<file path="config.mk">
export PLATFORM = sky130hd
export DESIGN_NAME = rx_byte_packer_flat
export DESIGN_NICKNAME = d
export VERILOG_FILES = /design/src/hdl/uart_mmio_pkg.sv /design/src/hdl/buf_mem_if.sv /design/src/hdl/rx_byte_packer.sv /design/src/flat_wrapper.sv
export VERILOG_INCLUDE_DIRS = /design/src /design/src/hdl
export SDC_FILE = /design/constraint.sdc
export NUM_CORES = 1
export LEC_CHECK = 0
export ABC_AREA = 1
export ABC_CLOCK_PERIOD_IN_PS = 1450
export BUFFER_PORTS_ARGS = -buffer_cell sky130_fd_sc_hd__buf_4
export CORE_MARGIN = 2
export CORE_UTILIZATION = 30
export CTS_BUF_LIST = sky130_fd_sc_hd__clkbuf_4
export DETAILED_ROUTE_END_ITERATION = 8
export GPL_TIMING_DRIVEN = 0
export PLACE_DENSITY = 0.6
export SETUP_SLACK_MARGIN = 0.02
export SLEW_MARGIN = 30
export SYNTH_ARGS = -nofsm -noshare
export SYNTH_HDL_FRONTEND = slang
export SYNTH_SLANG_ARGS = --single-unit
</file>
<file path="constraint.sdc">
create_clock -name clk -period 1.45 [get_ports clk]
set_input_delay 0.29 -clock clk [delete_from_list [all_inputs] [get_ports clk]]
set_output_delay 0.29 -clock clk [all_outputs]
set_load 0.03 [all_outputs]
</file>
<file path="src/hdl/uart_mmio_macros.svh">
`ifndef UART_MMIO_MACROS_SVH
`define UART_MMIO_MACROS_SVH

// clocks per serial bit
`define UART_CLKS_PER_BIT 16'd8

// ring buffer geometry, 1 KiB as 256 words of 4 bytes
`define BUF_WORDS 256
`define BUF_WORD_AW 8
`define TAIL_W 10

// status registers, byte addresses
`define REG_TAIL_ADDR 32'h0000_0400
`define REG_COUNT_ADDR 32'h0000_0404

`endif

</file>
<file path="src/hdl/uart_mmio_pkg.sv">
`include "uart_mmio_macros.svh"

package uart_mmio_pkg;

    // byte position in the ring, wraps at 1024
    typedef logic [`TAIL_W-1:0] byte_tail_t;

    // word position in the buffer RAM
    typedef logic [`BUF_WORD_AW-1:0] word_idx_t;

    // number of times the tail wrapped
    typedef logic [31:0] wrap_count_t;

    // one buffer word
    // written lane by lane, read back whole
    typedef union packed {
        logic [31:0]     word;
        logic [3:0][7:0] lanes;
    } rx_word_u;

endpackage

</file>
<file path="src/hdl/buf_mem_if.sv">
`timescale 1ns/1ns

interface buf_mem_if import uart_mmio_pkg::*;
();

    logic       req;
    logic       we;
    word_idx_t  addr;
    logic [3:0] be;
    rx_word_u   wdata;
    logic       gnt;
    rx_word_u   rdata;

    // request fields stay put until gnt, rdata follows gnt by one cycle
    modport requester (
        output req, we, addr, be, wdata,
        input  gnt, rdata
    );

    modport arbiter (
        input  req, we, addr, be, wdata,
        output gnt, rdata
    );

endinterface

</file>
<file path="src/hdl/rx_byte_packer.sv">
`timescale 1ns/1ns
`include "uart_mmio_macros.svh"

module rx_byte_packer import uart_mmio_pkg::*; (
    input  logic         clk,
    input  logic         rst_n,
    input  logic [7:0]   rx_byte,
    input  logic         byte_valid,
    buf_mem_if.requester mem,
    output byte_tail_t   tail,
    output wrap_count_t  wrap_count
);

    logic       pending;
    logic [7:0] byte_r;

    always_ff @(posedge clk or negedge rst_n) begin
        if (!rst_n) begin
            pending    <= 1'b0;
            tail       <= '0;
            wrap_count <= '0;
        end else begin
            if (byte_valid) begin
                pending <= 1'b1;
            end else if (mem.gnt) begin
                pending <= 1'b0;
            end
            if (mem.gnt) begin
                tail <= tail + byte_tail_t'(1);
                // tail rolls over 1023 -> 0
                if (&tail) begin
                    wrap_count <= wrap_count + 32'd1;
                end
            end
        end
    end

    always_ff @(posedge clk) begin
        if (byte_valid) begin
            byte_r <= rx_byte;
        end
    end

    // same byte on every lane, be picks the one that lands
    always_comb begin
        for (int i = 0; i < 4; i++) begin
            mem.wdata.lanes[i] = byte_r;
        end
    end

    assign mem.req  = pending;
    assign mem.we   = 1'b1;
    assign mem.addr = tail[`TAIL_W-1:2];
    assign mem.be   = 4'b0001 << tail[1:0];

    // next byte must not arrive before the previous one is written
    a_no_overrun: assert property (@(posedge clk) disable iff (!rst_n)
        byte_valid |-> !pending);

endmodule

</file>
<file path="src/flat_wrapper.sv">
// flat-port wrapper written by rule: the top's interface ports become plain ports
module rx_byte_packer_flat import uart_mmio_pkg::*;
  (clk, rst_n, rx_byte, byte_valid, tail, wrap_count, mem_req, mem_we, mem_addr, mem_be, mem_wdata, mem_gnt, mem_rdata);
  buf_mem_if mem_i ();
  input  logic clk;
  input  logic rst_n;
  input  logic [7:0] rx_byte;
  input  logic byte_valid;
  output byte_tail_t tail;
  output wrap_count_t wrap_count;
  output wire logic [$bits(mem_i.req)-1:0] mem_req;
  output wire logic [$bits(mem_i.we)-1:0] mem_we;
  output wire logic [$bits(mem_i.addr)-1:0] mem_addr;
  output wire logic [$bits(mem_i.be)-1:0] mem_be;
  output wire logic [$bits(mem_i.wdata)-1:0] mem_wdata;
  input wire logic [$bits(mem_i.gnt)-1:0] mem_gnt;
  input wire logic [$bits(mem_i.rdata)-1:0] mem_rdata;
  assign mem_req = mem_i.req;
  assign mem_we = mem_i.we;
  assign mem_addr = mem_i.addr;
  assign mem_be = mem_i.be;
  assign mem_wdata = mem_i.wdata;
  assign mem_i.gnt = mem_gnt;
  assign mem_i.rdata = mem_rdata;
  rx_byte_packer u_core (.clk(clk), .rst_n(rst_n), .rx_byte(rx_byte), .byte_valid(byte_valid), .mem(mem_i), .tail(tail), .wrap_count(wrap_count));
endmodule
</file>
Word-level counts from Yosys, hierarchy flattened
Index checks and enable logic that the tools add are counted.
- word-level logic and storage cells: 11
- register bits after elaboration: 51
- input bits: 44
- reductions and logical operators: 2
- $add $sub $neg: 2
- muxes and demuxes: 2
- shifts and indexed selects: 1
- operators by type and width (kind ; number):
    adder 32 x 1 -> 32 bit, second input constant ; 1
    AND reduction 11 bit ; 1
    adder 10 x 1 -> 10 bit, second input constant ; 1
    left shift 1 x 2 -> 4 bit, first input constant ; 1
    2-to-1 mux 1 bit ; 2
    nonzero test 2 bit ; 1

Depth between registers and ports, before layout
- word-level depth: 2
- gate-level depth with buffers: 10
- gate-level depth less buffers: 8

Worst setup path before layout
OpenSTA, ideal clock, no wires.
- kind: register -> register
- start: reg u_core.tail[0]
- end: reg u_core.tail[8]
- data required time: 1.327 ns
- cell stages (with the launch flop): 7
- path buffers: 0
- arrival time: 1.806 ns
- setup slack: -0.479 ns
- cell sequence: dfrtp_1 -> ha_1 -> nand2_1 -> nor3b_1 -> nand3_1 -> o21ai_0 -> nand2_1
- longest elaborated chain between the ends: 1
- ends and longest elaborated chain (item ; RTL line ; text):
    from (decl) ; rx_byte_packer.sv:10 ; output byte_tail_t tail,
    from (signal assigned) ; rx_byte_packer.sv:29 ; tail <= tail + byte_tail_t'(1);
    adder 10 x 1 -> 10 bit ; rx_byte_packer.sv:29 ;
No other way between the ends.
A chain may end at the register's enable or synchronous reset.

Worst setup path after layout
- start: reg u_core.tail[0]
- end: out mem_be[3]
- longest elaborated chain between the ends: 1
- ends and longest elaborated chain (item ; RTL line ; text):
    left shift 1 x 2 -> 4 bit ; rx_byte_packer.sv:54 ; assign mem.be = 4'b0001 << tail[1:0];
    to (decl) ; flat_wrapper.sv:14 ; output wire logic [$bits(mem_i.be)-1:0] mem_be;
No other way between the ends.

==> results.ini <==
[status]
status = finished, violations left
violations = negative setup slack

[setup_path]
crit_path_start = u_core.tail[0]
rrSetupSlack_ns = -0.05
rr_endpoint = u_core.wrap_count[24]
start_kind = flop
critPathKind = reg -> out
arrival_ns = 1.25
rr_startpoint = u_core.tail[1]
cp.required_ns = 1.16
worst-r2r-cell-count = 9
crit_path_end_kind = output port
setup.worst_path.end = mem_be[3]
path_max_fanout = 4

[clocking]
cts_tree = done
htree_levels = 2
cts_buffers = 5
clock_latency_ns = 0.36
clockBufferDepth = 2
clkSinkCount = 51
root_buffer = clkbuf_4
clk_pin_slew_ns = 0.15

[yosys]
yosys_warnings = 0
synth_seq_cells = 51
synth_area_um2 = 2878
synth.distinct_cells = 28
netlist_instances = 341
synth_nets = 390
yosysSeqAreaShare_pct = 45.74
post_synth.cell_area_avg_um2 = 8.439

[finish]
diodes = 0
layout_commonest_cell = buf_4
area_growth_pct = 63.30
fillCellCount = 914
layout-drive-gt1-share_pct = 51.85
fin_nets = 534
final_cell_mix = buf_4 (106), nand2_1 (91), buf_6 (63)

[pwr]
leakage_nw = 2.259
cellPowerDensity_nw_per_um2 = 961.0
total_power_mw = 4.516
ir_drop_uv = 513.8

[floorplan]
fp.dieH_um = 101.9
pin_count = 132
rows = 35
core-area_um2 = 9284
fp.dieArea_um2 = 10390
initial_utilization_pct = 31.00
die_width_um = 101.9

[detailed_routing]
wire_per_inst_um = 12.27
vias_per_cell = 4.273
vias = 2628
antenna_left = 0
drtPass1Iterations = 4
wl_um = 7544
drt_iter0_markers = 74
drc = 0

[sta]
tns_ns = -0.6359
maxSlewHeadroom_pct = 61.62
clock_skew_ns = 0.01754
min_period_over_period_pct = 106.0
worst_slew_pin_slew_ns = 0.5757
finalHoldViolCount = 0
rsz0062_at_grt = true
max_freq_ghz = 0.6505
finalMaxSlewViolations = 0
period_minus_slack_ns = 1.537
setup_slack_ns = -0.08731
finalSetupViolations = 17

[place]
io_buffers = 97
dp_hpwl_um = 5308
place.gp.congestion = 0.8751

[global_routing]
grt_use_total_pct = 14.05
grt_pass1_wl_um = 11810
grt_max_degree = 44
grt-ovfl-total = 0
antenna_found_initial = 0
grt_pass1_vias = 2532

[run]
drv_cap = 0

[hold_path]
hp-class = in -> reg

## worst min path at each step
stage | from | to | slack [ns] | depth (start not counted)
2_1_floorplan | rst_n | u_core.mem.req | -0.006 | 0
3_3_place_gp | rst_n | u_core.wrap_count[27] | 0.33 | 1
3_5_place_dp | rst_n | u_core.wrap_count[30] | 0.34 | 1
4_1_cts | rx_byte[2] | u_core.byte_r[2] | 0.06 | 1
5_1_grt | rx_byte[2] | u_core.byte_r[2] | 0.06 | 1
6_report | rx_byte[2] | u_core.byte_r[2] | 0.09 | 1
## timing repair
item                                    4_1_cts  5_1_grt
resized for setup                            70       43
buffers inserted                             14       22
endpoints found under the setup margin       57       71
hold buffers                                  1        0
hold endpoints to repair                     43        0
cloned                                        2        1
pin swaps                                    13       20
## cells in the mapped netlist
| master | count | area, um^2 |
|---|---|---|
| nor3b_1 | 1 | 7.510 |
| edfxtp_1 | 8 | 240.2 |
| inv_2 | 1 | 3.750 |
| nand2_2 | 2 | 12.51 |
| nor2_2 | 3 | 18.77 |
| nand3_1 | 11 | 55.05 |
| nor2_4 | 3 | 33.78 |
| o21bai_1 | 1 | 7.510 |
| buf_6 | 1 | 11.26 |
| nor2_1 | 42 | 157.7 |
| xor2_1 | 11 | 96.34 |
| xor2_2 | 1 | 16.27 |
| nor2_8 | 1 | 20.02 |
| ha_1 | 5 | 62.56 |
| dfrtp_1 | 43 | 1076 |
| xnor2_1 | 5 | 43.79 |
| nand2_1 | 99 | 371.6 |
| nand3b_1 | 16 | 120.1 |
| nand4_1 | 8 | 50.05 |
| nand3_2 | 1 | 10.01 |
| o21ai_0 | 9 | 45.04 |
| conb_1 | 1 | 3.750 |
| buf_8 | 1 | 15.01 |
| nand3_4 | 1 | 17.52 |
| a21oi_1 | 1 | 5.000 |
| buf_4 | 35 | 262.8 |
| nor3_1 | 1 | 5.000 |
| inv_1 | 29 | 108.9 |
## final cells by class
cell class | instances | area, um^2 | share of cell area, %
Multi-Input combinational cell | 223 | 1411 | 30.03
Sequential cell | 51 | 1343 | 28.57
Timing Repair Buffer | 137 | 1245 | 26.49
Buffer | 37 | 357.8 | 7.614
Tap cell | 129 | 161.4 | 3.435
Inverter | 30 | 127.6 | 2.716
Clock buffer | 6 | 45.04 | 0.9585
Clock inverter | 2 | 8.758 | 0.1864
## logic make-up (layout without fill, tap and decap cells)
| kind of cell | after synthesis | after routing | synth area share (%) |
|---|---|---|---|
| AND/OR/NAND/NOR | 189 | 189 | 30.57 |
| XOR/XNOR | 17 | 17 | 5.435 |
| buffers and inverters | 67 | 212 | 13.96 |
| flip-flops | 51 | 51 | 45.74 |
| adder cells (fa/ha/maj) | 5 | 5 | 2.174 |
| other | 1 | 1 | 0.1303 |
| AO/OA/AOI/OAI | 11 | 11 | 2.000 |
## sequential cells by signal, summed over array words and instances, names as in the netlist
signal	count
u_core.byte_r	8
u_core.mem.req	1
u_core.tail	10
u_core.wrap_count	32
## metrics by stage
stage / setup slack, ns / cells / area [um^2] / util (%) / hold WS [ns]
finish: -0.08731 / 615 / 4700 / 50.62 / 0.08893
global route: -0.1421 / 615 / 4700 / 50.62 / 0.05545
CTS: -0.09681 / 592 / 4362 / 46.98 / 0.06316
detailed placement: -0.07815 / 567 / 3881 / 41.81 / 0.3353
global placement: -0.04978 / 567 / 3881 / 41.81 / 0.3295
floorplan: -0.06234 / 341 / 2992 / - / -0.005591
## report_power, final
part	total, mW	switching [mW]	internal (mW)
logic	2.12	1.09	1.03
clock network	0.640	0.437	0.202
registers	1.75	0.170	1.58
## layer usage
metal | wire length, um | GRT usage (%) | up-vias
met4 | 50 | 3.282 | 0
met5 | 0 | 0 | -
met3 | 387 | 2.873 | 5
met1 | 3356 | 17.57 | 1222
li1 | - | - | 1324
met2 | 3750 | 24.95 | 77
## critical path: stages, from the launching register on
cell and delay (ns):
dfrtp_2 0.46, buf_6 0.14, ha_4 0.16, buf_6 0.13
(Power assumes the default switching activity.)
