**src/hdl/uart_mmio_macros.svh**
```systemverilog
`ifndef UART_MMIO_MACROS_SVH
`define UART_MMIO_MACROS_SVH

// clocks per serial bit
`define UART_CLKS_PER_BIT 16'd8

// ring buffer geometry, 1 KiB as 256 words of 4 bytes
`define BUF_WORDS 256
`define BUF_WORD_AW 8
`define TAIL_W 10

// status registers, byte addresses
`define REG_TAIL_ADDR 32'h0000_0400
`define REG_COUNT_ADDR 32'h0000_0404

`endif

```
**src/hdl/uart_mmio_pkg.sv**
```systemverilog
`include "uart_mmio_macros.svh"

package uart_mmio_pkg;

    // byte position in the ring, wraps at 1024
    typedef logic [`TAIL_W-1:0] byte_tail_t;

    // word position in the buffer RAM
    typedef logic [`BUF_WORD_AW-1:0] word_idx_t;

    // number of times the tail wrapped
    typedef logic [31:0] wrap_count_t;

    // one buffer word
    // written lane by lane, read back whole
    typedef union packed {
        logic [31:0]     word;
        logic [3:0][7:0] lanes;
    } rx_word_u;

endpackage

```
**src/hdl/buf_mem_if.sv**
```systemverilog
`timescale 1ns/1ns

interface buf_mem_if import uart_mmio_pkg::*;
();

    logic       req;
    logic       we;
    word_idx_t  addr;
    logic [3:0] be;
    rx_word_u   wdata;
    logic       gnt;
    rx_word_u   rdata;

    // request fields stay put until gnt, rdata follows gnt by one cycle
    modport requester (
        output req, we, addr, be, wdata,
        input  gnt, rdata
    );

    modport arbiter (
        input  req, we, addr, be, wdata,
        output gnt, rdata
    );

endinterface

```
**src/hdl/host_wb_port.sv**
```systemverilog
`timescale 1ns/1ns
`include "uart_mmio_macros.svh"

module host_wb_port import uart_mmio_pkg::*; (
    input  logic         clk,
    input  logic         rst_n,
    input  logic         wb_cyc,
    input  logic         wb_stb,
    input  logic         wb_we,
    input  logic [31:0]  wb_adr,
    input  logic [31:0]  wb_wdata,
    input  logic [3:0]   wb_sel,
    output logic [31:0]  wb_rdata,
    output logic         wb_ack,
    buf_mem_if.requester mem,
    input  byte_tail_t   tail,
    input  wrap_count_t  wrap_count
);

    localparam logic [1:0] H_IDLE = 2'd0;
    localparam logic [1:0] H_REQ  = 2'd1;
    localparam logic [1:0] H_DATA = 2'd2;

    logic [1:0] state;
    logic       access;
    logic       is_buf;

    assign access = wb_cyc && wb_stb && !wb_ack;
    assign is_buf = !wb_adr[`TAIL_W];

    always_ff @(posedge clk or negedge rst_n) begin
        if (!rst_n) begin
            state  <= H_IDLE;
            wb_ack <= 1'b0;
        end else begin
            wb_ack <= 1'b0;
            case (state)
                H_IDLE: begin
                    if (access && is_buf && !wb_we) begin
                        state <= H_REQ;
                    end else if (access) begin
                        // registers and all writes answer right away
                        wb_ack <= 1'b1;
                    end
                end
                H_REQ: begin
                    if (mem.gnt) begin
                        state <= H_DATA;
                    end
                end
                H_DATA: begin
                    wb_ack <= 1'b1;
                    state  <= H_IDLE;
                end
                default: state <= H_IDLE;
            endcase
        end
    end

    always_ff @(posedge clk) begin
        if (state == H_DATA) begin
            wb_rdata <= mem.rdata.word;
        end else if (state == H_IDLE && access) begin
            if (wb_adr == `REG_TAIL_ADDR) begin
                wb_rdata <= {{(32 - `TAIL_W){1'b0}}, tail};
            end else if (wb_adr == `REG_COUNT_ADDR) begin
                wb_rdata <= wrap_count;
            end else begin
                wb_rdata <= '0;
            end
        end
    end

    // read only, wdata stays zero
    assign mem.req   = (state == H_REQ);
    assign mem.we    = 1'b0;
    assign mem.addr  = wb_adr[`BUF_WORD_AW+1:2];
    assign mem.be    = 4'b0000;
    assign mem.wdata = '0;

    a_ack_in_cycle: assert property (@(posedge clk) disable iff (!rst_n)
        wb_ack |-> wb_cyc && wb_stb);

    // writes are dropped but the master still has to drive a clean beat
    a_write_known: assert property (@(posedge clk) disable iff (!rst_n)
        wb_cyc && wb_stb && wb_we |-> !$isunknown({wb_sel, wb_wdata}));

endmodule

```
**src/flat_wrapper.sv**
```systemverilog
// flat-port wrapper written by rule: the top's interface ports become plain ports
module host_wb_port_flat import uart_mmio_pkg::*;
  (clk, rst_n, wb_cyc, wb_stb, wb_we, wb_adr, wb_wdata, wb_sel, wb_rdata, wb_ack, tail, wrap_count, mem_req, mem_we, mem_addr, mem_be, mem_wdata, mem_gnt, mem_rdata);
  buf_mem_if mem_i ();
  input  logic clk;
  input  logic rst_n;
  input  logic wb_cyc;
  input  logic wb_stb;
  input  logic wb_we;
  input  logic [31:0] wb_adr;
  input  logic [31:0] wb_wdata;
  input  logic [3:0] wb_sel;
  output logic [31:0] wb_rdata;
  output logic wb_ack;
  input  byte_tail_t tail;
  input  wrap_count_t wrap_count;
  output wire logic [$bits(mem_i.req)-1:0] mem_req;
  output wire logic [$bits(mem_i.we)-1:0] mem_we;
  output wire logic [$bits(mem_i.addr)-1:0] mem_addr;
  output wire logic [$bits(mem_i.be)-1:0] mem_be;
  output wire logic [$bits(mem_i.wdata)-1:0] mem_wdata;
  input wire logic [$bits(mem_i.gnt)-1:0] mem_gnt;
  input wire logic [$bits(mem_i.rdata)-1:0] mem_rdata;
  assign mem_req = mem_i.req;
  assign mem_we = mem_i.we;
  assign mem_addr = mem_i.addr;
  assign mem_be = mem_i.be;
  assign mem_wdata = mem_i.wdata;
  assign mem_i.gnt = mem_gnt;
  assign mem_i.rdata = mem_rdata;
  host_wb_port u_core (.clk(clk), .rst_n(rst_n), .wb_cyc(wb_cyc), .wb_stb(wb_stb), .wb_we(wb_we), .wb_adr(wb_adr), .wb_wdata(wb_wdata), .wb_sel(wb_sel), .wb_rdata(wb_rdata), .wb_ack(wb_ack), .mem(mem_i), .tail(tail), .wrap_count(wrap_count));
endmodule
```
**config.mk**
```make
export PLATFORM = sky130hd
export DESIGN_NAME = host_wb_port_flat
export DESIGN_NICKNAME = d
export VERILOG_FILES = /design/src/hdl/uart_mmio_pkg.sv /design/src/hdl/buf_mem_if.sv /design/src/hdl/host_wb_port.sv /design/src/flat_wrapper.sv
export VERILOG_INCLUDE_DIRS = /design/src /design/src/hdl
export SDC_FILE = /design/constraint.sdc
export NUM_CORES = 1
export LEC_CHECK = 0
export BUFFER_PORTS_ARGS = -buffer_cell sky130_fd_sc_hd__buf_4
export CAP_MARGIN = 20
export CORE_ASPECT_RATIO = 0.5
export CORE_MARGIN = 2
export CORE_UTILIZATION = 36
export DETAILED_ROUTE_END_ITERATION = 6
export PLACE_DENSITY = 0.85
export SKIP_LAST_GASP = 1
export SLEW_MARGIN = 20
export SYNTH_ARGS = -nofsm -noshare
export SYNTH_HDL_FRONTEND = slang
export SYNTH_SLANG_ARGS = --single-unit
```
**constraint.sdc**
```tcl
create_clock -name clk -period 2.6 [get_ports clk]
set_input_delay 0.39 -clock clk [delete_from_list [all_inputs] [get_ports clk]]
set_output_delay 0.39 -clock clk [all_outputs]
set_load 0.01 [all_outputs]
```
======== Word-level counts from Yosys, hierarchy flattened ========
Index checks and enable logic that the tools add are counted.
storage, ports and cells
  output and inout port bits .............. 79
  register bits after elaboration ......... 35
  word-level logic and storage cells ...... 30
operators by class
  multiplexer cells ....................... 10
  eq/ne operators ......................... 6
  reduce and logical (&&, ||, !) cells .... 11
operators with widths
  kind                  count
  $mux 32               4
  $eq 32x11->1 const B  2
  $logic_and 1x1->1     5
  $mux 2                2
  $ne 2x1->1 const B    2
  $pmux 2 s2            1
  $logic_not 1->1       3
  $eq 2x1->1 const B    1
  $eq 2x2->1 const B    1
  $logic_not 2->1       1
  $mux 1                2
  $pmux 1 s2            1
  $reduce_and 2->1      1
  $reduce_bool 2->1     1

======== Depth between registers and ports, before layout ========
  depth after elaboration ................. 6
  gate-level depth with buffers ........... 6
  depth with buffers taken out ............ 4

======== Least setup slack after synthesis ========
OpenSTA, ideal clock, no wires.
  path kind ............................... flip-flop to flip-flop
  from .................................... register u_core.wb_ack
  to ...................................... register u_core.wb_rdata[0] (enable)
  cell stages (with the launch flop) ...... 3
  setup slack ............................. 0.867 ns
  arrival ................................. 1.344 ns
  path through ............................ dfrtp_1 -> nand4bb_1 -> nand2_1
on the way
  cells in the longest elaborated chain, start to end .. 4
ends and longest elaborated chain
  element                      line                text
  from (decl)                  host_wb_port.sv:14  output logic wb_ack,
  from (signal assigned)       host_wb_port.sv:34  wb_ack <= 1'b0;
  from (signal assigned)       host_wb_port.sv:36  wb_ack <= 1'b0;
  from (signal assigned)       host_wb_port.sv:43  wb_ack <= 1'b1;
  $logic_not 1->1              host_wb_port.sv:28  assign access = wb_cyc && wb_stb && !wb_ack;
  $logic_and 1x1->1            host_wb_port.sv:28
  $logic_and 1x1->1            host_wb_port.sv:63  end else if (state == H_IDLE && access) begin
  $reduce_bool 2->1 (no line)  n/a
  to (signal assigned)         host_wb_port.sv:62  wb_rdata <= mem.rdata.word;
  to (signal assigned)         host_wb_port.sv:65  wb_rdata <= {{(32 - `TAIL_W){1'b0}}, tail};
  to (signal assigned)         host_wb_port.sv:67  wb_rdata <= wrap_count;
  to (decl)                    host_wb_port.sv:13  output logic [31:0] wb_rdata,
No other way between the ends.
A chain may end at the register's enable or synchronous reset.

======== Worst setup path after layout ========
  from .................................... register u_core.state[0]
  to ...................................... register u_core.wb_rdata[14] (enable)
on the way
  cells in the longest elaborated chain, start to end .. 3
  elaborated cells between the ends (all ways) .. 4
  those cells by class .................... eq/ne: 1; reduce/logical: 3
ends and longest elaborated chain
  element                          line                text
  from (decl)                      host_wb_port.sv:24  logic [1:0] state;
  from (signal assigned)           host_wb_port.sv:33  state <= H_IDLE;
  from (signal assigned)           host_wb_port.sv:40  state <= H_REQ;
  from (signal assigned)           host_wb_port.sv:48  state <= H_DATA;
  $logic_not 2->1                  host_wb_port.sv:63
  $logic_and 1x1->1                host_wb_port.sv:63
  $reduce_bool 2->1 (no line) (*)  n/a
Every way passes the cells marked *; elsewhere a longest branch is shown, timed or not.

==> results_dict.tcl <==
set metrics [dict create \
    hpwl_um 4748 \
    antenna_found_initial 0 \
    fin_total_pwr_mw 1.330 \
    ys.flop_type "edfxtp_1" \
    cp.required_ps 2590 \
    insertion_delay_ps 280 \
    overflow 0 \
    vias 1742 \
    yosys_warnings 0 \
    synth_seq_cells 35 \
    drc 0 \
    fp-row-count 19 \
    drive_above_1_share 0.5591 \
    area_growth_pct 56.19 \
    avgViaCountPerCell 4.513 \
    tightest_slew_ps 628.4 \
    criticalPathCategory "reg2reg" \
    worst-path-buf-inv 1 \
    relSlewSlack 0.5800 \
    cts_made_buffers 5 \
    ant_nets 0 \
    clk_pin_slew_ps 70 \
    start_util 0.3668 \
    utilization 0.5729 \
    multiInputGateArea_um2 690.7 \
    drt-initial-drc-count 95 \
    finalCritPeriodShare 0.6860 \
    cp_slowest_cell "nand2_1" \
    grt_max_degree 33 \
    synth_cell_types 27 \
    post_synth_main_area_contributors "edfxtp_1 49%, buf_4 17%, a22o_1 5.3%, a22o_2 5.1%, mux2i_1 5.1%" \
    synthCells 165 \
    dieWidth_um 108.9 \
    rsz0062_at_grt "false" \
    grtUsageMet3 0.03484 \
    die_y_um 56.43 \
    synth_top_area_share 0.4855 \
    ios 227 \
    met2_usage 0.3496 \
    clockBufferDepth 2 \
    grt_pass1_wl_um 8569 \
    wire_per_inst_um 15.28 \
    final_cell_mix "154 x buf_4, 37 x conb_1, 32 x edfxtp_1" \
    drt-pass1-iter-count 5 \
    ys_seq_area_frac 0.5234 \
    drt_wl_total_um 5898 \
    slew_viol_final 0 \
    crit_path_end_kind "register" \
    clock_skew_ps 1.984 \
    fin_ws_ps 816.5 \
    hold_viol 0 \
    cts.sinks 35 \
    max_stage_delay_ps 530 \
    status "finished, final reports clean" \
    cts_resized 0 \
    ir_drop_v 0.0002443 \
    gr-usage-met1 0.2025 \
    routabilityCongestion 0.7704 \
    syn_avg_cell_area_um2 12.00 \
    synth_enable_flop_cells 32 \
    setup_tns_ps 0 \
    fillers 442 \
    setup_viol 0 \
    maxCapViolCount 0 \
    grt_pass1_vias 1741 \
    cp.arrival_ps 1780 \
    max_freq_mhz 560.7 \
    core_area_um2 5396 \
    portBuffers 153 \
    die_area_um2 6143 \
    busiest_layer "met2" \
    crit_family "simple AND/OR/NAND/NOR gates" \
    synth_top_area_cell "edfxtp_1" \
    cts_tree "done" \
    cp_max_fo 19 \
    async_reset_ff_frac 0.08571 \
    cp-start-kind "register" \
    layout.nets 460 \
    dp_cells 377 \
    htreeDepth 2 \
    final_cells 386 \
    leakage_nw 1.492 \
    mostFrequentLayoutCell "buf_4" \
    cts_root_buf "clkbuf_8" \
    syn_area_um2 1979 \
    grt_usage 0.1856 \
    seq_area_um2 1036 \
    hold_path.class "in2reg" \
    diodes 0 \
    post-route-min-period_ps 1784 \
    cp_cell_sequence "nand4bb_1, nand2_1, buf_12" \
    powerDensity_nw_per_um2 430.1 \
    post-place-ws_ps 707.8 \
]
-- sequential cells by signal, indices dropped and copies added (netlist names) --
register,flops
u_core.state,2
u_core.wb_rdata,32
u_core.wb_ack,1
-- kinds of logic after synthesis --
kind of cell / Yosys count / share of synthesized area
buf+inv: 53 / 0.1972
flops: 35 / 0.5234
compound gates: 34 / 0.1340
simple gates: 32 / 0.09293
mux: 10 / 0.05057
other cells: 1 / 0.001895
-- through the flow --
stage | cell area, um^2 | hold WS, ps
floorplan | 2115 | 94.41
global placement | 2998 | 179.6
detailed placement | 2998 | 185.3
CTS | 3092 | 319.8
global route | 3092 | 321.4
finish | 3092 | 327.8
-- power by group --
group / internal, mW / total, mW / switching, mW
logic: 0.171 / 0.298 / 0.126
clock network: 0.182 / 0.372 / 0.191
registers: 0.649 / 0.660 / 0.0110
-- synth_stat cells (2+ instances only) --
library cell,number
edfxtp_1,32
nor2b_1,2
nor3_1,2
o21ai_0,11
mux2i_1,10
nor2_1,2
dfrtp_1,3
buf_4,45
nor4_1,5
nand2_1,11
a22o_1,12
clkbuf_1,5
a22o_2,10
buf_8,2
-- per-layer routing --
layer | vias up | wire length (um)
li1 | 822 | -
met1 | 838 | 2163
met2 | 70 | 3288
met3 | 12 | 311
met4 | 0 | 133
met5 | - | 0
-- path summary, 6_finish.rpt --
kind | from | end | slack [ps] | depth (start not counted)
worst max-delay path | u_core.state[0] | u_core.wb_rdata[14] | 820 | 3
worst min-delay path | mem_gnt | u_core.state[1] | 330 | 2
worst max register to register | u_core.state[0] | u_core.wb_rdata[14] | 820 | 3
worst min register to register | u_core.state[1] | u_core.state[0] | 500 | 1
max in group asynchronous | rst_n | u_core.state[1] | 2050 | 2
min in group asynchronous | rst_n | u_core.wb_ack | 460 | 2
-- worst reg2reg max path, stage by stage (launching register included) --
cell and delay, ps:
dfrtp_1 440, nand4bb_1 280, nand2_1 530, buf_12 240
-- layout make-up --
cell class              count  area share
clock inverters             3    0.004856
inverters                   1    0.001214
flip-flops and latches     35      0.3351
repair buffers            156      0.3837
well taps                  73     0.02954
clock buffers               5     0.02226
multi-input cells         113      0.2234
-- what timing repair did --
action / 4_1_cts / 5_1_grt
buffers inserted: 0 / 0
endpoints found under the hold margin: 3 / 0
hold buffers: 1 / 0
Power figures use the tool's default switching activity.
