### src/hdl/uart_mmio_macros.svh
`ifndef UART_MMIO_MACROS_SVH
`define UART_MMIO_MACROS_SVH

// clocks per serial bit
`define UART_CLKS_PER_BIT 16'd8

// ring buffer geometry, 1 KiB as 256 words of 4 bytes
`define BUF_WORDS 256
`define BUF_WORD_AW 8
`define TAIL_W 10

// status registers, byte addresses
`define REG_TAIL_ADDR 32'h0000_0400
`define REG_COUNT_ADDR 32'h0000_0404

`endif

### src/hdl/uart_bit_rx.sv
`timescale 1ns/1ns
`include "uart_mmio_macros.svh"

module uart_bit_rx (
    input  logic       clk,
    input  logic       rst_n,
    input  logic       uart_rx,
    output logic [7:0] rx_byte,
    output logic       byte_valid
);

    localparam logic [2:0] S_IDLE  = 3'd0;
    localparam logic [2:0] S_START = 3'd1;
    localparam logic [2:0] S_DATA  = 3'd2;
    localparam logic [2:0] S_STOP  = 3'd3;
    localparam logic [2:0] S_HOLD  = 3'd4;

    localparam logic [15:0] HALF_BIT = `UART_CLKS_PER_BIT / 16'd2 - 16'd1;
    localparam logic [15:0] FULL_BIT = `UART_CLKS_PER_BIT - 16'd1;

    logic [1:0]  rx_sync;
    logic        rx_s;
    logic [2:0]  state;
    logic [15:0] bit_cnt;
    logic [2:0]  bit_idx;

    assign rx_s = rx_sync[1];

    always_ff @(posedge clk or negedge rst_n) begin
        if (!rst_n) begin
            rx_sync    <= 2'b11;
            state      <= S_IDLE;
            bit_cnt    <= '0;
            bit_idx    <= '0;
            byte_valid <= 1'b0;
        end else begin
            rx_sync    <= {rx_sync[0], uart_rx};
            byte_valid <= 1'b0;
            case (state)
                S_IDLE: begin
                    bit_cnt <= '0;
                    if (!rx_s) begin
                        state <= S_START;
                    end
                end
                S_START: begin
                    // recheck the line at mid start bit, ignore glitches
                    if (bit_cnt == HALF_BIT) begin
                        bit_cnt <= '0;
                        bit_idx <= '0;
                        state   <= rx_s ? S_IDLE : S_DATA;
                    end else begin
                        bit_cnt <= bit_cnt + 16'd1;
                    end
                end
                S_DATA: begin
                    if (bit_cnt == FULL_BIT) begin
                        bit_cnt <= '0;
                        bit_idx <= bit_idx + 3'd1;
                        if (bit_idx == 3'd7) begin
                            state <= S_STOP;
                        end
                    end else begin
                        bit_cnt <= bit_cnt + 16'd1;
                    end
                end
                S_STOP: begin
                    if (bit_cnt == FULL_BIT) begin
                        byte_valid <= rx_s;
                        // bad stop bit, wait for the line to go idle first
                        state      <= rx_s ? S_IDLE : S_HOLD;
                    end else begin
                        bit_cnt <= bit_cnt + 16'd1;
                    end
                end
                S_HOLD: begin
                    if (rx_s) begin
                        state <= S_IDLE;
                    end
                end
                default: state <= S_IDLE;
            endcase
        end
    end

    // lsb first, sampled mid-bit
    always_ff @(posedge clk) begin
        if (state == S_DATA && bit_cnt == FULL_BIT) begin
            rx_byte <= {rx_s, rx_byte[7:1]};
        end
    end

    a_valid_single: assert property (@(posedge clk) disable iff (!rst_n)
        byte_valid |=> !byte_valid);

endmodule

### config.mk
export PLATFORM = sky130hd
export DESIGN_NAME = uart_bit_rx
export DESIGN_NICKNAME = d
export VERILOG_FILES = /design/src/hdl/uart_bit_rx.sv
export VERILOG_INCLUDE_DIRS = /design/src /design/src/hdl
export SDC_FILE = /design/constraint.sdc
export NUM_CORES = 1
export LEC_CHECK = 0
export ABC_AREA = 1
export BUFFER_PORTS_ARGS = -buffer_cell sky130_fd_sc_hd__buf_2
export CAP_MARGIN = 10
export CELL_PAD_IN_SITES_DETAIL_PLACEMENT = 0
export CELL_PAD_IN_SITES_GLOBAL_PLACEMENT = 1
export CORE_ASPECT_RATIO = 1.2
export CORE_MARGIN = 2
export CORE_UTILIZATION = 48
export DETAILED_ROUTE_END_ITERATION = 8
export PLACE_DENSITY_LB_ADDON = 0.1
export SETUP_SLACK_MARGIN = 0.05
export SYNTH_ARGS = -nofsm -noshare
export SYNTH_HDL_FRONTEND = slang
export SYNTH_SLANG_ARGS = --single-unit
### constraint.sdc
create_clock -name clk -period 3.9 [get_ports clk]
set_input_delay 0.39 -clock clk [delete_from_list [all_inputs] [get_ports clk]]
set_output_delay 0.39 -clock clk [all_outputs]
set_load 0.05 [all_outputs]
# --- Word level (Yosys, flattened, before mapping) ---
# Index checks and enable logic that the tools add are counted.
word_totals:
  output_inout_bits: 9
  ff_bits: 33
  wordCells: 47
  input_bits: 3
op_classes:
  n_addsub: 2
  eq_ne: 14
  reduce_logical: 7
  n_mux: 18
op_table:
  columns: ["operator", "count"]
  rows:
  - ["16-bit one-hot mux with 4 select lines", 1]
  - ["16-bit 2-to-1 mux", 3]
  - ["3-bit 2-to-1 mux", 9]
  - ["16-bit by 1-bit adder with 16-bit output (second input constant)", 1]
  - ["16-bit by 2-bit equality test with 1-bit output (second input constant)", 1]
  - ["16-bit by 3-bit equality test with 1-bit output (second input constant)", 1]
  - ["3-bit one-hot mux with 5 select lines", 1]
  - ["2-bit inequality test (second input constant)", 7]
  - ["3-bit by 2-bit equality test with 1-bit output (second input constant)", 2]
  - ["3-bit equality test (second input constant)", 2]
  - ["3-bit one-hot mux with 2 select lines", 1]
  - ["6-bit AND reduction", 1]
  - ["4-bit nonzero test", 1]
  - ["3-bit by 1-bit adder with 3-bit output (second input constant)", 1]
  - ["3-bit by 1-bit equality test with 1-bit output (second input constant)", 1]
  - ["3-bit logical NOT", 1]
  - ["3-bit AND reduction", 1]
  - ["1-bit 2-to-1 mux", 2]
  - ["2-bit 2-to-1 mux", 1]
  - ["2-bit AND reduction", 1]
  - ["2-bit nonzero test", 1]
  - ["1-bit logical AND", 1]

# --- Depth between registers and ports, before layout ---
logic_depth:
  ltp_word: 4
  mapped_depth: 10
  ltp_nobuf: 9

# --- Worst setup path after synthesis ---
# Ideal clock, no wire load.
synth_timing:
  path_kind: "reg-to-reg"
  startpoint: "register bit_cnt[0]"
  endpoint: "register rx_byte[0] (enable)"
  setup_ns: 0.329
  path_slack_ns: 2.384
  stages_incl_launch_ff: 6
  arrival_ns: 1.187
  path_buffers: 0
  required_time_ns: 3.571
  period_less_slack_ns: 1.516
  path_cell_list: "dfrtp_1 -> ha_1 -> nand3_1 -> nor2_4 -> nand2_4 -> nor2_4"
synth_via:
  elab_chain_cells: 2
synth_rtl:
  columns: ["item", "line_no", "text"]
  rows:
  - ["from (decl)", "uart_bit_rx.sv:24", "logic [15:0] bit_cnt;"]
  - ["from (signal assigned)", "uart_bit_rx.sv:53", "bit_cnt <= bit_cnt + 16'd1;"]
  - ["from (signal assigned)", "uart_bit_rx.sv:64", "bit_cnt <= bit_cnt + 16'd1;"]
  - ["from (signal assigned)", "uart_bit_rx.sv:73", "bit_cnt <= bit_cnt + 16'd1;"]
  - ["16-bit by 3-bit equality test with 1-bit output", "uart_bit_rx.sv:88", "if (state == S_DATA && bit_cnt == FULL_BIT) begin"]
  - ["1-bit logical AND", "uart_bit_rx.sv:88", null]
  - ["to (signal assigned)", "uart_bit_rx.sv:89", "rx_byte <= {rx_s, rx_byte[7:1]};"]
  - ["to (decl)", "uart_bit_rx.sv:8", "output logic [7:0] rx_byte,"]
# No other way between the ends.
# A chain may end at the register's enable or synchronous reset.

# --- Final worst setup path ---
layout_timing:
  startpoint: "register state[2]"
  endpoint: "register state[2]"
layout_via:
  elab_chain_cells: 3
  elab_cells_between_ends: 13
  classes_between: "10 x eq/ne; 1 x mux; 2 x reduce/logical"
layout_rtl:
  columns: ["item", "line_no", "text"]
  rows:
  - ["from (decl)", "uart_bit_rx.sv:23", "logic [2:0] state;"]
  - ["from (signal assigned)", "uart_bit_rx.sv:51", "state <= rx_s ? S_IDLE : S_DATA;"]
  - ["from (signal assigned)", "uart_bit_rx.sv:71", "state <= rx_s ? S_IDLE : S_HOLD;"]
  - ["3-bit by 2-bit equality test with 1-bit output (tied with other cells)", "uart_bit_rx.sv:39", "case (state)"]
  - ["2-bit inequality test (no source line)", null, null]
  - ["6-bit AND reduction (no source line)", null, null]
# Several ways; a longest one is shown, not always the timed one.

==> results.py <==
metrics = {
    "timing": {
        "fmaxAchievable_mhz": 507,
        "grt_setup_unrepaired": "false",
        "post-route-period-util": 0.506,
        "hold_ws_ns": 0.108,
        "report.final.hold_viol_count": 0,
        "fin_skew_ns": 0.00511,
        "timing.final.ws_setup_ns": 1.93,
        "worst_relative_slew_slack": 0.366,
        "period_needed_ns": 1.97,
        "setup_viol_count_final": 0,
        "maxSlewViolCount": 0,
        "worst-slew-pin-transition_ns": 0.947,
        "setup_total_negative_slack_ns": 0,
    },
    "global_route": {
        "grt_pass1_vias": 1534,
        "gr_ovfl_total": 0,
        "global_route.usage.total": 0.217,
        "grt_antenna_before_repair": 0,
        "grt_first_pass_wirelength_mm": 7.19,
        "pin_count_of_the_biggest_net_entering_global_routing": 26,
    },
    "yosys": {
        "post_synthesis_simple_gate_area_fraction": 0.368,
        "post_synth_xor_area_fraction": 0.0136,
        "synth.yosys.seq_area_share": 0.449,
        "largest_family_of_logic_cells_by_synthesized_area": "simple AND/OR/NAND/NOR gates",
        "synth.distinct_cells": 31,
        "synth_compound_gate_area_share": 0.0854,
        "synth.ff_latch_count": 33,
        "post_synth_instance_area_mm2": 0.00193,
        "synthesis.area_per_instance_um2": 8.03,
        "syn-instance-count": 241,
        "yosys.area_share.adder": 0.0194,
        "yosys-mux-area-fraction": 0,
        "nets_in_the_synthesized_netlist": 247,
        "synth-warning-count": 0,
    },
    "setup_path": {
        "timing.critical_path.slowest_cell_delay_ns": 0.72,
        "critical_path_class": "register to register",
        "cp_cell_sequence": "inv_4 > nand2_1 > nor2_1 > nand2_2 > nand2_2 > nor2_4 > nand2_1 > nand2_1",
        "cp.buffers_inverters": 1,
        "worstSetupEndpointType": "register",
        "path_common_cell": "nand2_1",
        "critical_path.max_fanout": 11,
        "start_kind": "register",
        "critical-path-top-delay-family": "simple AND/OR/NAND/NOR gates",
        "cp_slowest_cell": "nor2_1",
        "required_time_of_the_critical_path_ns": 4.08,
        "critPathArrivalTime_ns": 2.15,
    },
    "layout": {
        "fillers": 385,
        "register_area_um2": 868,
        "layout-drive-gt1-share": 0.173,
        "antenna_cells": 0,
        "multiInputGateArea_um2": 941,
        "final_nets": 260,
        "area_growth_from_synthesis_to_layout_pct": 8.54,
    },
    "placement": {
        "port-buffer-count": 11,
        "place_hpwl_mm": 3.06,
        "pre_cts_slack_ns": 1.98,
        "gp_congestion": 0.815,
    },
    "floorplan": {
        "row_count": 25,
        "design.core.area_mm2": 0.00391,
        "initial_utilization": 0.495,
        "dieWidth_um": 62.0,
        "fp.dieH_um": 73.5,
        "die_footprint_mm2": 0.00456,
        "pin_count": 12,
    },
    "clocking": {
        "tritoncts_num_sinks": 33,
        "clock_insertion_delay_worst_skew_ns": 0.29,
        "clkTransAtPathRegs_ns": 0.07,
        "cts.path.max_buffers": 2,
        "cts_hold_repair.buffers": 0,
        "postCtsSetupRepairBufs": 0,
        "post_cts_resize_count": 0,
        "tritoncts.num_buffers": 5,
        "cts.root.buffer_cell": "clkbuf_8",
        "htreeDepth": 2,
        "tritoncts": "built",
    },
    "drt": {
        "routedWlPerCell_um": 13.6,
        "drt_first_pass_iters": 4,
        "drt_drc_violations_left": 0,
        "antenna_left": 0,
        "viasPerCell": 5.21,
        "vias": 1610,
        "initial_drc_count": 92,
        "routed_wirelength_mm": 4.20,
    },
    "power_and_ir_drop": {
        "cellPowerDensity_mw_per_mm2": 439,
        "total_leakage_power_uw": 0.000956,
        "ir_worst_vdd_mv": 0.260,
    },
    "worst_hold_path": {
        "min-delay-path-class": "input port to async pin",
    },
    "run_status": {
        "outcome": "complete, no violations",
    },
    "flow_run": {
        "max-cap-violations": 0,
    },
}
[layer usage]
metal | up-vias | track usage | wire length, um | share of wire
met3 | 9 | 0.0475 | 122 | 0.029
met2 | 24 | 0.360 | 2140 | 0.51
met4 | 0 | 0.0757 | 82 | 0.020
li1 | 814 | - | - | -
met1 | 763 | 0.273 | 1850 | 0.44
met5 | - | 0 | 0 | 0
[final cells by class]
| class | count | share of cell area |
|---|---|---|
| Multi-Input combinational cell | 182 | 0.448 |
| Clock buffer | 7 | 0.0364 |
| Timing Repair Buffer | 11 | 0.0262 |
| Clock inverter | 1 | 0.00238 |
| Tap cell | 54 | 0.0322 |
| Inverter | 21 | 0.0411 |
| Sequential cell | 33 | 0.414 |
[path summary, 6_finish.rpt]
check	start	endpoint	slack (ns)	cells past startpoint
max	state[2]	state[2]	1.93	8
min	rst_n	bit_idx[0]	0.11	1
max reg2reg	state[2]	state[2]	1.93	8
min reg2reg	rx_sync[0]	rx_sync[1]	0.36	0
max in group asynchronous	rst_n	bit_cnt[6]	3.40	1
min in group clk	uart_rx	rx_sync[0]	0.20	1
[Yosys cell counts]
| library cell | number | share of area |
|---|---|---|
| buf_4 | 3 | 0.012 |
| nand3_1 | 25 | 0.065 |
| nand2_4 | 3 | 0.017 |
| nand3_2 | 2 | 0.010 |
| o21ai_1 | 6 | 0.016 |
| o211ai_1 | 5 | 0.019 |
| o21ai_2 | 1 | 0.0045 |
| nand3_4 | 1 | 0.0091 |
| o21bai_1 | 3 | 0.012 |
| buf_2 | 1 | 0.0026 |
| inv_4 | 3 | 0.0097 |
| nor2_1 | 27 | 0.052 |
| buf_6 | 1 | 0.0058 |
| edfxtp_1 | 8 | 0.12 |
| o21ai_0 | 3 | 0.0078 |
| nor3_2 | 1 | 0.0052 |
| nand4_1 | 1 | 0.0032 |
| nor2_4 | 4 | 0.023 |
| and2_1 | 1 | 0.0032 |
| o31ai_1 | 1 | 0.0039 |
| nand2_2 | 6 | 0.019 |
| xor2_1 | 3 | 0.014 |
| dfstp_2 | 2 | 0.027 |
| inv_1 | 16 | 0.031 |
| dfrtp_1 | 23 | 0.30 |
| nor2_2 | 1 | 0.0032 |
| inv_2 | 2 | 0.0039 |
| nand2_1 | 79 | 0.15 |
| or2_2 | 1 | 0.0032 |
| o2111ai_1 | 5 | 0.023 |
| ha_1 | 3 | 0.019 |
[cell families (layout without fill, tap and decap cells)]
| group | count (synthesis) | count (layout) |
|---|---|---|
| flip-flops | 33 | 33 |
| AND/OR/NAND/NOR | 152 | 152 |
| buffers and inverters | 26 | 40 |
| AO/OA/AOI/OAI | 24 | 24 |
| XOR/XNOR | 3 | 3 |
| adder cells (fa/ha/maj) | 3 | 3 |
[sequential cells by signal, summed over array words and instances, names as in the netlist]
register    cells
bit_cnt        16
rx_byte         8
bit_idx         3
state           3
rx_sync         2
byte_valid      1
[where the power goes]
part	internal, uW	switching (uW)	leakage (uW)
registers	375	41.9	0.000410
clock network	125	122	0.0000422
logic	73.1	185	0.000504
total	573	349	0.000956
[layout by cell type (no fill, tap or decap), types with 4 or more instances in the layout]
| cell type | count |
|---|---|
| nor2_4 | 4 |
| o211ai_1 | 5 |
| nand3_1 | 25 |
| o2111ai_1 | 5 |
| dfrtp_1 | 23 |
| nor2_1 | 27 |
| nand2_2 | 6 |
| clkbuf_8 | 5 |
| inv_1 | 16 |
| edfxtp_1 | 8 |
| nand2_1 | 79 |
| buf_2 | 11 |
| o21ai_1 | 6 |
[stage by stage]
step | utilization | total power (uW) | cells | cell area, um2
6_report | 0.537 | 922 | 309 | 2100
5_1_grt | 0.537 | 979 | 309 | 2100
4_1_cts | 0.537 | 926 | 309 | 2100
3_5_place_dp | 0.516 | 680 | 301 | 2020
3_3_place_gp | 0.516 | 676 | 301 | 2020
2_1_floorplan | - | 633 | 241 | 1930
(Power assumes the default switching activity.)
