===== src/hdl/uart_mmio_macros.svh =====
`ifndef UART_MMIO_MACROS_SVH
`define UART_MMIO_MACROS_SVH

// clocks per serial bit
`define UART_CLKS_PER_BIT 16'd8

// ring buffer geometry, 1 KiB as 256 words of 4 bytes
`define BUF_WORDS 256
`define BUF_WORD_AW 8
`define TAIL_W 10

// status registers, byte addresses
`define REG_TAIL_ADDR 32'h0000_0400
`define REG_COUNT_ADDR 32'h0000_0404

`endif


===== src/hdl/uart_mmio_pkg.sv =====
`include "uart_mmio_macros.svh"

package uart_mmio_pkg;

    // byte position in the ring, wraps at 1024
    typedef logic [`TAIL_W-1:0] byte_tail_t;

    // word position in the buffer RAM
    typedef logic [`BUF_WORD_AW-1:0] word_idx_t;

    // number of times the tail wrapped
    typedef logic [31:0] wrap_count_t;

    // one buffer word
    // written lane by lane, read back whole
    typedef union packed {
        logic [31:0]     word;
        logic [3:0][7:0] lanes;
    } rx_word_u;

endpackage


===== src/hdl/buf_mem_if.sv =====
`timescale 1ns/1ns

interface buf_mem_if import uart_mmio_pkg::*;
();

    logic       req;
    logic       we;
    word_idx_t  addr;
    logic [3:0] be;
    rx_word_u   wdata;
    logic       gnt;
    rx_word_u   rdata;

    // request fields stay put until gnt, rdata follows gnt by one cycle
    modport requester (
        output req, we, addr, be, wdata,
        input  gnt, rdata
    );

    modport arbiter (
        input  req, we, addr, be, wdata,
        output gnt, rdata
    );

endinterface


===== src/hdl/buffer_arbiter.sv =====
`timescale 1ns/1ns

module buffer_arbiter import uart_mmio_pkg::*; (
    input  logic        clk,
    input  logic        rst_n,
    buf_mem_if.arbiter  rx_side,
    buf_mem_if.arbiter  host_side,
    output logic        ram_en,
    output logic        ram_we,
    output word_idx_t   ram_addr,
    output logic [3:0]  ram_be,
    output rx_word_u    ram_wdata,
    input  logic [31:0] ram_rdata
);

    // packer always wins, host retries next cycle
    assign rx_side.gnt   = rx_side.req;
    assign host_side.gnt = host_side.req && !rx_side.req;

    assign ram_en = rx_side.req || host_side.req;

    always_comb begin
        if (rx_side.req) begin
            ram_we    = rx_side.we;
            ram_addr  = rx_side.addr;
            ram_be    = rx_side.be;
            ram_wdata = rx_side.wdata;
        end else begin
            ram_we    = host_side.we;
            ram_addr  = host_side.addr;
            ram_be    = host_side.be;
            ram_wdata = host_side.wdata;
        end
    end

    // read data goes to both, only the host looks at it
    assign rx_side.rdata   = ram_rdata;
    assign host_side.rdata = ram_rdata;

    a_one_grant: assert property (@(posedge clk) disable iff (!rst_n)
        !(rx_side.gnt && host_side.gnt));

    // a host stalled behind the packer keeps its request steady
    a_host_holds: assert property (@(posedge clk) disable iff (!rst_n)
        host_side.req && !host_side.gnt |=>
            host_side.req && $stable(host_side.addr));

endmodule


===== src/flat_wrapper.sv =====
// flat-port wrapper written by rule: the top's interface ports become plain ports
module buffer_arbiter_flat import uart_mmio_pkg::*;
  (clk, rst_n, ram_en, ram_we, ram_addr, ram_be, ram_wdata, ram_rdata, rx_side_req, rx_side_we, rx_side_addr, rx_side_be, rx_side_wdata, rx_side_gnt, rx_side_rdata, host_side_req, host_side_we, host_side_addr, host_side_be, host_side_wdata, host_side_gnt, host_side_rdata);
  buf_mem_if rx_side_i ();
  buf_mem_if host_side_i ();
  input  logic clk;
  input  logic rst_n;
  output logic ram_en;
  output logic ram_we;
  output word_idx_t ram_addr;
  output logic [3:0] ram_be;
  output rx_word_u ram_wdata;
  input  logic [31:0] ram_rdata;
  input wire logic [$bits(rx_side_i.req)-1:0] rx_side_req;
  input wire logic [$bits(rx_side_i.we)-1:0] rx_side_we;
  input wire logic [$bits(rx_side_i.addr)-1:0] rx_side_addr;
  input wire logic [$bits(rx_side_i.be)-1:0] rx_side_be;
  input wire logic [$bits(rx_side_i.wdata)-1:0] rx_side_wdata;
  output wire logic [$bits(rx_side_i.gnt)-1:0] rx_side_gnt;
  output wire logic [$bits(rx_side_i.rdata)-1:0] rx_side_rdata;
  input wire logic [$bits(host_side_i.req)-1:0] host_side_req;
  input wire logic [$bits(host_side_i.we)-1:0] host_side_we;
  input wire logic [$bits(host_side_i.addr)-1:0] host_side_addr;
  input wire logic [$bits(host_side_i.be)-1:0] host_side_be;
  input wire logic [$bits(host_side_i.wdata)-1:0] host_side_wdata;
  output wire logic [$bits(host_side_i.gnt)-1:0] host_side_gnt;
  output wire logic [$bits(host_side_i.rdata)-1:0] host_side_rdata;
  assign rx_side_i.req = rx_side_req;
  assign rx_side_i.we = rx_side_we;
  assign rx_side_i.addr = rx_side_addr;
  assign rx_side_i.be = rx_side_be;
  assign rx_side_i.wdata = rx_side_wdata;
  assign rx_side_gnt = rx_side_i.gnt;
  assign rx_side_rdata = rx_side_i.rdata;
  assign host_side_i.req = host_side_req;
  assign host_side_i.we = host_side_we;
  assign host_side_i.addr = host_side_addr;
  assign host_side_i.be = host_side_be;
  assign host_side_i.wdata = host_side_wdata;
  assign host_side_gnt = host_side_i.gnt;
  assign host_side_rdata = host_side_i.rdata;
  buffer_arbiter u_core (.clk(clk), .rst_n(rst_n), .rx_side(rx_side_i), .host_side(host_side_i), .ram_en(ram_en), .ram_we(ram_we), .ram_addr(ram_addr), .ram_be(ram_be), .ram_wdata(ram_wdata), .ram_rdata(ram_rdata));
endmodule

===== config.mk =====
export PLATFORM = sky130hd
export DESIGN_NAME = buffer_arbiter_flat
export DESIGN_NICKNAME = d
export VERILOG_FILES = /design/src/hdl/uart_mmio_pkg.sv /design/src/hdl/buf_mem_if.sv /design/src/hdl/buffer_arbiter.sv /design/src/flat_wrapper.sv
export VERILOG_INCLUDE_DIRS = /design/src /design/src/hdl
export SDC_FILE = /design/constraint.sdc
export NUM_CORES = 1
export LEC_CHECK = 0
export BUFFER_PORTS_ARGS = -buffer_cell sky130_fd_sc_hd__buf_4
export CORE_AREA = 2 2 91 93
export DETAILED_ROUTE_END_ITERATION = 10
export DIE_AREA = 0 0 93 95
export GPL_TIMING_DRIVEN = 0
export RECOVER_POWER = 50
export SLEW_MARGIN = 40
export SYNTH_ARGS = -nofsm -noshare
export SYNTH_HDL_FRONTEND = slang
export SYNTH_SLANG_ARGS = --single-unit

===== constraint.sdc =====
create_clock -name vclk -period 0.9
set_clock_uncertainty 0.2 [all_clocks]
set_input_delay 0.045 -clock vclk [all_inputs]
set_output_delay 0.045 -clock vclk [all_outputs]
set_load 0.02 [all_outputs]

# Word level (Yosys, flattened, before mapping)
# Index checks and enable logic that the tools add are counted.
# totals
elab_cells	7
out_inout_bits	112
inputBits	126
reg_bits	0
# classes
n_reduce_logical	3
n_mux	4
# op_table
operator	n
$mux W32	1
$mux W8	1
$mux W4	1
$logic_and A1 B1 Y1	1
$logic_not A1 Y1	1
$logic_or A1 B1 Y1	1
$mux W1	1

# Logic depth before layout (Yosys ltp)
# Gate-level depths: netlist (run 1).
# logic_depth
word_depth	2
mapped_depth	3

# Worst setup path before layout (run 1)
# No wires, ideal clock.
# synth_timing
path_type	input -> output
startpoint	input port rx_side_req
endpoint	output port ram_wdata[10] (netlist bit)
path_buffers	2
t_arrival_ns	0.673
path_stages	3
required_ns	0.655
setup_slack_ns	-0.018
cell_sequence	buf_6 -> buf_6 -> mux2_4
# synth_rtl
item	line	rtl
start, declared	flat_wrapper.sv:14	input wire logic [$bits(rx_side_i.req)-1:0] rx_side_req;
end, declared	flat_wrapper.sv:12	output rx_word_u ram_wdata;

==> results.cfg, run 1 <==
[run_status]
status = finished, violations left
violations = setup timing

[run]
cap_viol_max_count = 0

[die]
initial_core_util_pct = 14.66
coreArea_um2 = 7928
rows = 33
die_y_um = 95
dieArea_um2 = 8835
fp.dieW_um = 93
io_pins = 238

[cells_and_area]
final_cell_count_no_fill = 427
drive_gt1_share_pct = 89.44
area_growth_pct = 154.3
num_antenna_cells = 0
design_area_um2 = 2955
multiInputGateArea_um2 = 645.6
fillers = 851
n_clock_buffer = 0
n_sequential_cell = 0
final_cell_mix = buf_4 (200), buf_6 (36), mux2_4 (33), clkbuf_1 (33), mux2_2 (12)
final_common_cell = buf_4
seq_area_um2 = 0
nets = 450

[worst_setup_path]
worst_setup_path_start_kind = input port
critPathCaptureType = output port
worstPathArrival_ps = 760
crit_path_max_fanout = 10
crit_slowest_cell = mux2_4
slowest_delay_ps = 300
crit_chain = buf_16 -> buf_12 -> mux2_4 -> buf_6
worstPathRequired_ps = 650
path_class = input port to output port

[yosys]
netlist_area_um2 = 1162
seq_area_frac_synth_pct = 0
ys_types = 7
syn_inst = 117
synth-warning-count = 0
syn_nets = 243
syn_area_per_cell_um2 = 9.935

[power]
total_power_mw = 1.837
switchingPower_mw = 0.7377
powerDensity_nw_per_um2 = 621.5
pwr-share-clk_pct = 0
intPower_mw = 1.099
peakVddDrop_v = 0.0002449
seq_power_share_pct = 0
combPwrFrac_pct = 100.0
leakage_nw = 1.615
switching_share_pct = 40.17

[detailed_routing]
first_pass_iters = 3
antenna_left = 0
drc = 0
wl_um = 4757
wl_per_cell_um = 11.14
via_per_inst = 3.597
vias = 1536
first_iter_violations = 4

[global_route]
gr-total-overflow = 0
first_global_vias = 1438
grt_first_pass_wirelength_um = 6244
grtUsageTotal_pct = 8.293
antenna_found_initial = 0
grt_max_degree = 11

[clock_tree]
post_cts_buffers = 0

[sta]
hold_viol_final = 0
max_slew_margin_pct = 82.23
fmax_ghz = 0.9956
report.final.slew_viol_count = 0
tightest_slew_ps = 267.6
setup_violations = 44
finalCritPeriodShare_pct = 111.6
setup_ws_ps = -104.4
fin_crit_ps = 1004
rsz0062_at_grt = true

[placement]
placedCellCount = 425
dp_hpwl_um = 4154
port_buffers = 203
place_worst_setup_slack_ps = -182.7
gp_congestion = 0.6917
placed_area_um2 = 2835

[worst_hold_path]
hold_class = input port to output port
layout make-up:
class	count	share of cell area, %
tap	105	4.445
timing repair buffer	205	53.98
buffer	70	19.73
multi-input combinational	47	21.85
metrics by stage:
stage | hold slack (ps) | utilization, % | TNS (ps)
2_1_floorplan | 2.592 | - | 0
3_3_place_gp | 87.69 | 35.76 | -6824
3_5_place_dp | 87.28 | 35.76 | -6563
4_1_cts | 87.63 | 38.84 | -3876
5_1_grt | 95.91 | 37.28 | -4260
6_report | 86.83 | 37.28 | -3557
kinds of logic after synthesis:
family | after synthesis | synth area share (%)
buffers and inverters | 70 | 46.29
AND/OR/NAND/NOR | 2 | 1.077
multiplexers | 45 | 52.64
routing by layer:
layer	GRT usage (%)	vias to the layer above	part of all wire, %
li1	-	739	-
met1	8.524	668	29
met2	17.21	129	57
met3	2.634	0	15
met4	0	0	0
met5	0	-	0
what timing repair did:
action	4_1_cts	5_1_grt
hold buffers	0	0
setup endpoints to repair	46	46
gates resized for setup	48	0
cloned	2	0
cells in the mapped netlist:
| master | instances | share of area (%) |
|---|---|---|
| buf_2 | 1 | 0.43 |
| nor2b_1 | 1 | 0.54 |
| mux2_4 | 28 | 36 |
| or2_2 | 1 | 0.54 |
| buf_6 | 4 | 3.9 |
| buf_4 | 65 | 42 |
| mux2_2 | 17 | 16 |
path summary, 6_finish.rpt:
path | start | end | slack (ps) | depth (start not counted)
setup / recovery | rx_side_req | ram_wdata[16] | -100 | 4
hold / removal | ram_rdata[19] | host_side_rdata[19] | 90 | 2
worst max-delay path, delay by kind of cell:
| kind | cells | cell delay, ps |
|---|---|---|
| mux | 1 | 300 |
| buf+inv | 3 | 410 |
power groups by stage:
stage,logic [mW],clock network (mW),registers [mW]
after detailed placement,1.76,0,0
final,1.84,0,0
after global routing,1.93,0,0
after global placement,1.74,0,0
after floorplan,0.958,0,0
after CTS,1.92,0,0
(Power assumes the default switching activity.)
==> run 2: changes to the inputs <==
SETUP_SLACK_MARGIN = 0.4   (was unset)
==> run 2 against run 1 <==
  * The flow still finishes with violations (setup timing)
  * Final cell count rose by 0.23%
  * Die area did not move
  * Wire length rose by 9.1%
  * Flip-flop and latch count did not move
  * Setup slack got worse by 4.6 ps
  * Utilization rose by 5.3 points
==> results.cfg, run 2 (synthesis results as in run 1) <==
[run_status]
status = finished, violations left
violations = setup timing

[cells_and_area]
num_antenna_cells = 0
finish.utilization_pct = 42.55
final_common_cell = buf_6
fillers = 802
final_cell_count_no_fill = 428
final_cell_mix = buf_6 (136), buf_4 (95), mux2_4 (44)
seq_area_um2 = 0
n_sequential_cell = 0
multiInputGateArea_um2 = 686.9
drive_gt1_share_pct = 87.93
n_clock_buffer = 0
nets = 451
area_growth_pct = 190.2

[die]
io_pins = 238
coreArea_um2 = 7928
initial_core_util_pct = 14.66
dieArea_um2 = 8835
fp.dieW_um = 93
rows = 33
die_y_um = 95

[worst_setup_path]
worstPathRequired_ps = 650
critPathCaptureType = output port
path_class = input port to output port
crit_path_max_fanout = 10
worstPathArrival_ps = 760
worst_setup_path_start_kind = input port

[sta]
hold_viol_final = 0
tightest_slew_ps = 268.6
max_slew_margin_pct = 82.17
finalCritPeriodShare_pct = 112.1
fmax_ghz = 0.9910
rsz0062_at_grt = true
fin_crit_ps = 1009
setup_violations = 36
report.final.slew_viol_count = 0
holdWs_ps = 57.39
setup_ws_ps = -109.0

[global_route]
gr-total-overflow = 0
first_global_vias = 1564
grt_first_pass_wirelength_um = 7293
grtUsageTotal_pct = 9.862
grt_max_degree = 11
antenna_found_initial = 0

[placement]
place_worst_setup_slack_ps = -156.1
dp_hpwl_um = 4066
port_buffers = 203
gp_congestion = 0.6485
placedCellCount = 425

[detailed_routing]
first_iter_violations = 10
first_pass_iters = 2
wl_um = 5188
via_per_inst = 3.640
wl_per_cell_um = 12.12
routed-wl-met2_um = 3274
maxUsedRoutingLayer = met4
wl_met3_um = 525
antenna_left = 0
wl_met1_um = 1375
vias = 1558
drc = 0

[power]
leakage_nw = 1.778
powerDensity_nw_per_um2 = 604.9
peakVddDrop_v = 0.0002596

[run]
cap_viol_max_count = 0

[worst_hold_path]
hold_class = input port to output port

[clock_tree]
cts-hold-fix-buffers = 0
## run 2: cell types whose count changed in the layout (fill, tap and decap cells not counted)
| cell | previous run | this run |
|---|---|---|
| mux2_2 | 12 | 1 |
| buf_6 | 36 | 136 |
| buf_4 | 200 | 95 |
| mux2_4 | 33 | 44 |
| clkbuf_1 | 33 | 38 |
| buf_12 | 3 | 4 |
## run 2: timing repair
| action | 4_1_cts | 5_1_grt |
|---|---|---|
| resized for setup | 183 | 0 |
| setup buffers | 1 | 0 |
| gates cloned | 2 | 0 |
| pin swaps | 0 | 0 |
| setup endpoints to repair | 112 | 99 |
## run 2: metrics by stage
step	setup TNS, ps	power [mW]	cell area, µm²
6_report	-3175	2.040	3373
4_1_cts	-3401	2.198	3659
5_1_grt	-3744	2.140	3373
2_1_floorplan	0	0.9997	1247
3_5_place_dp	-3938	1.792	2903
3_3_place_gp	-3836	1.778	2903
## run 2: final timing paths
check	to	cells past startpoint	slack (ps)	start
hold / removal	rx_side_rdata[24]	2	60	ram_rdata[24]
setup / recovery	ram_wdata[6]	4	-110	rx_side_req
## run 2: per-layer routing
| layer | GRT usage (%) | vias to the layer above |
|---|---|---|
| met5 | 0 | - |
| li1 | - | 742 |
| met2 | 21.80 | 101 |
| met1 | 9.524 | 713 |
| met4 | 0.4902 | 0 |
| met3 | 2.075 | 2 |
## run 2: power breakdown
| part | internal, mW | switching (mW) | total [mW] | leakage (nW) |
|---|---|---|---|---|
| combinational | 1.27 | 0.769 | 2.04 | 1.78 |
| clock | 0 | 0 | 0 | 0 |
| sequential | 0 | 0 | 0 | 0 |
## run 2: area by class of cell
class | instances | share of cell area, %
timing repair buffer | 206 | 50.96
buffer | 70 | 24.78
multi-input combinational | 47 | 20.36
tap | 105 | 3.895
## run 2: worst max-delay path: stages
cell	delay, ps
buf_16	130
buf_12	150
mux2_4	300
buf_6	130
==> run 3: changes to the inputs <==
SETUP_SLACK_MARGIN = 0.15   (was 0.4)
clock period = 0.8 ns   (was 0.9 ns; I/O delays follow)
==> run 3 against run 2 <==
  * The flow still finishes with violations (setup timing)
  * Wire length shrank 8.3%
  * Flip-flop and latch count unchanged
  * Worst hold slack improved by 19 ps
  * Total power is 4.8% higher
  * Critical path type unchanged
  * Largest cell class unchanged
==> results.cfg, run 3 (synthesis results as in run 1) <==
[run_status]
status = finished, violations left
violations = setup timing

[run]
cap_viol_max_count = 0

[global_route]
gr-total-overflow = 0
grt_max_degree = 11
grtUsageTotal_pct = 8.543
antenna_found_initial = 0
grt_first_pass_wirelength_um = 6354
first_global_vias = 1352

[worst_setup_path]
critPathCaptureType = output port
crit_path_max_fanout = 10
cp_num_cells = 4
worstPathArrival_ps = 760
path_class = input port to output port
slowest_delay_ps = 300
path_buf_inv = 3
worst_setup_path_start_kind = input port
crit_chain = buf_16 -> buf_12 -> mux2_4 -> buf_6
crit_family = buffers and inverters
crit_slowest_cell = mux2_4
worstPathRequired_ps = 560

[sta]
fin_tns_setup_ps = -6807
report.final.slew_viol_count = 0
rsz0062_at_grt = true
max_slew_margin_pct = 82.59
setup_ws_ps = -198.9
finalCritPeriodShare_pct = 124.9
fmax_ghz = 1.001
fin_crit_ps = 998.9
tightest_slew_ps = 262.3
hold_viol_final = 0
setup_violations = 47

[detailed_routing]
drc = 0
wl_um = 4758
vias = 1522
wl_per_cell_um = 11.12
first_iter_violations = 8
via_per_inst = 3.556
antenna_left = 0
first_pass_iters = 2

[cells_and_area]
final_cell_mix = buf_4 (192), buf_6 (45), mux2_4 (44)
n_sequential_cell = 0
multiInputGateArea_um2 = 686.9
final_common_cell = buf_4
fillers = 845
num_antenna_cells = 0
nets = 451
design_area_um2 = 3054
seq_area_um2 = 0
drive_gt1_share_pct = 89.78
area_growth_pct = 162.8
n_clock_buffer = 0

[placement]
placed_area_um2 = 2903
dp_hpwl_um = 4066
port_buffers = 203
gp_congestion = 0.6485

[worst_hold_path]
holdPathStages = 2
hold_class = input port to output port

[die]
dieArea_um2 = 8835
rows = 33
die_y_um = 95
io_pins = 238
fp.dieW_um = 93
initial_core_util_pct = 14.66
coreArea_um2 = 7928

[clock_tree]
cts-hold-fix-buffers = 0

[power]
leakage_nw = 1.686
peakVddDrop_v = 0.0002936
powerDensity_nw_per_um2 = 700.1
run 3: changes by cell type in the layout (fill, tap and decap cells not counted), sizes merged:
cell / before / now
clkbuf: 38 / 32
buf: 237 / 243
run 3: final timing paths:
path	slack (ps)	startpoint	endpoint
setup / recovery	-200	rx_side_req	ram_wdata[8]
hold / removal	80	ram_rdata[27]	rx_side_rdata[27]
run 3: per-stage QoR:
step	util [%]	cells	setup slack (ps)	power [mW]	hold WS (ps)
after floorplan	-	117	-73.75	1.125	-7.408
after global placement	36.62	425	-239.0	2.000	77.38
after detailed placement	36.62	425	-246.1	2.016	77.32
after CTS	40.04	428	-205.0	2.229	77.32
after global routing	38.53	428	-215.9	2.249	85.87
final	38.53	428	-198.9	2.138	76.78
run 3: cell type report:
| cell class | instances | area share [%] |
|---|---|---|
| tap | 105 | 4.302 |
| buffer | 70 | 19.50 |
| multi-input combinational | 47 | 22.49 |
| timing repair buffer | 206 | 53.71 |
run 3: where the power goes:
part           internal (mW)  total (mW)  switching (mW)
Clock                      0           0               0
Combinational           1.30        2.14           0.842
Sequential                 0           0               0
run 3: timing repair:
| item | 4_1_cts | 5_1_grt |
|---|---|---|
| gates resized for setup | 54 | 0 |
| gates cloned | 2 | 0 |
| buffers inserted | 1 | 0 |
| endpoints found under the setup margin | 47 | 47 |
run 3: per-layer routing:
layer | vias up | GRT usage, % | routed length, µm
met5 | - | 0 | 0
met3 | 0 | 1.756 | 511
li1 | 742 | - | -
met2 | 99 | 18.72 | 2861
met4 | 0 | 0 | 0
met1 | 681 | 8.571 | 1386
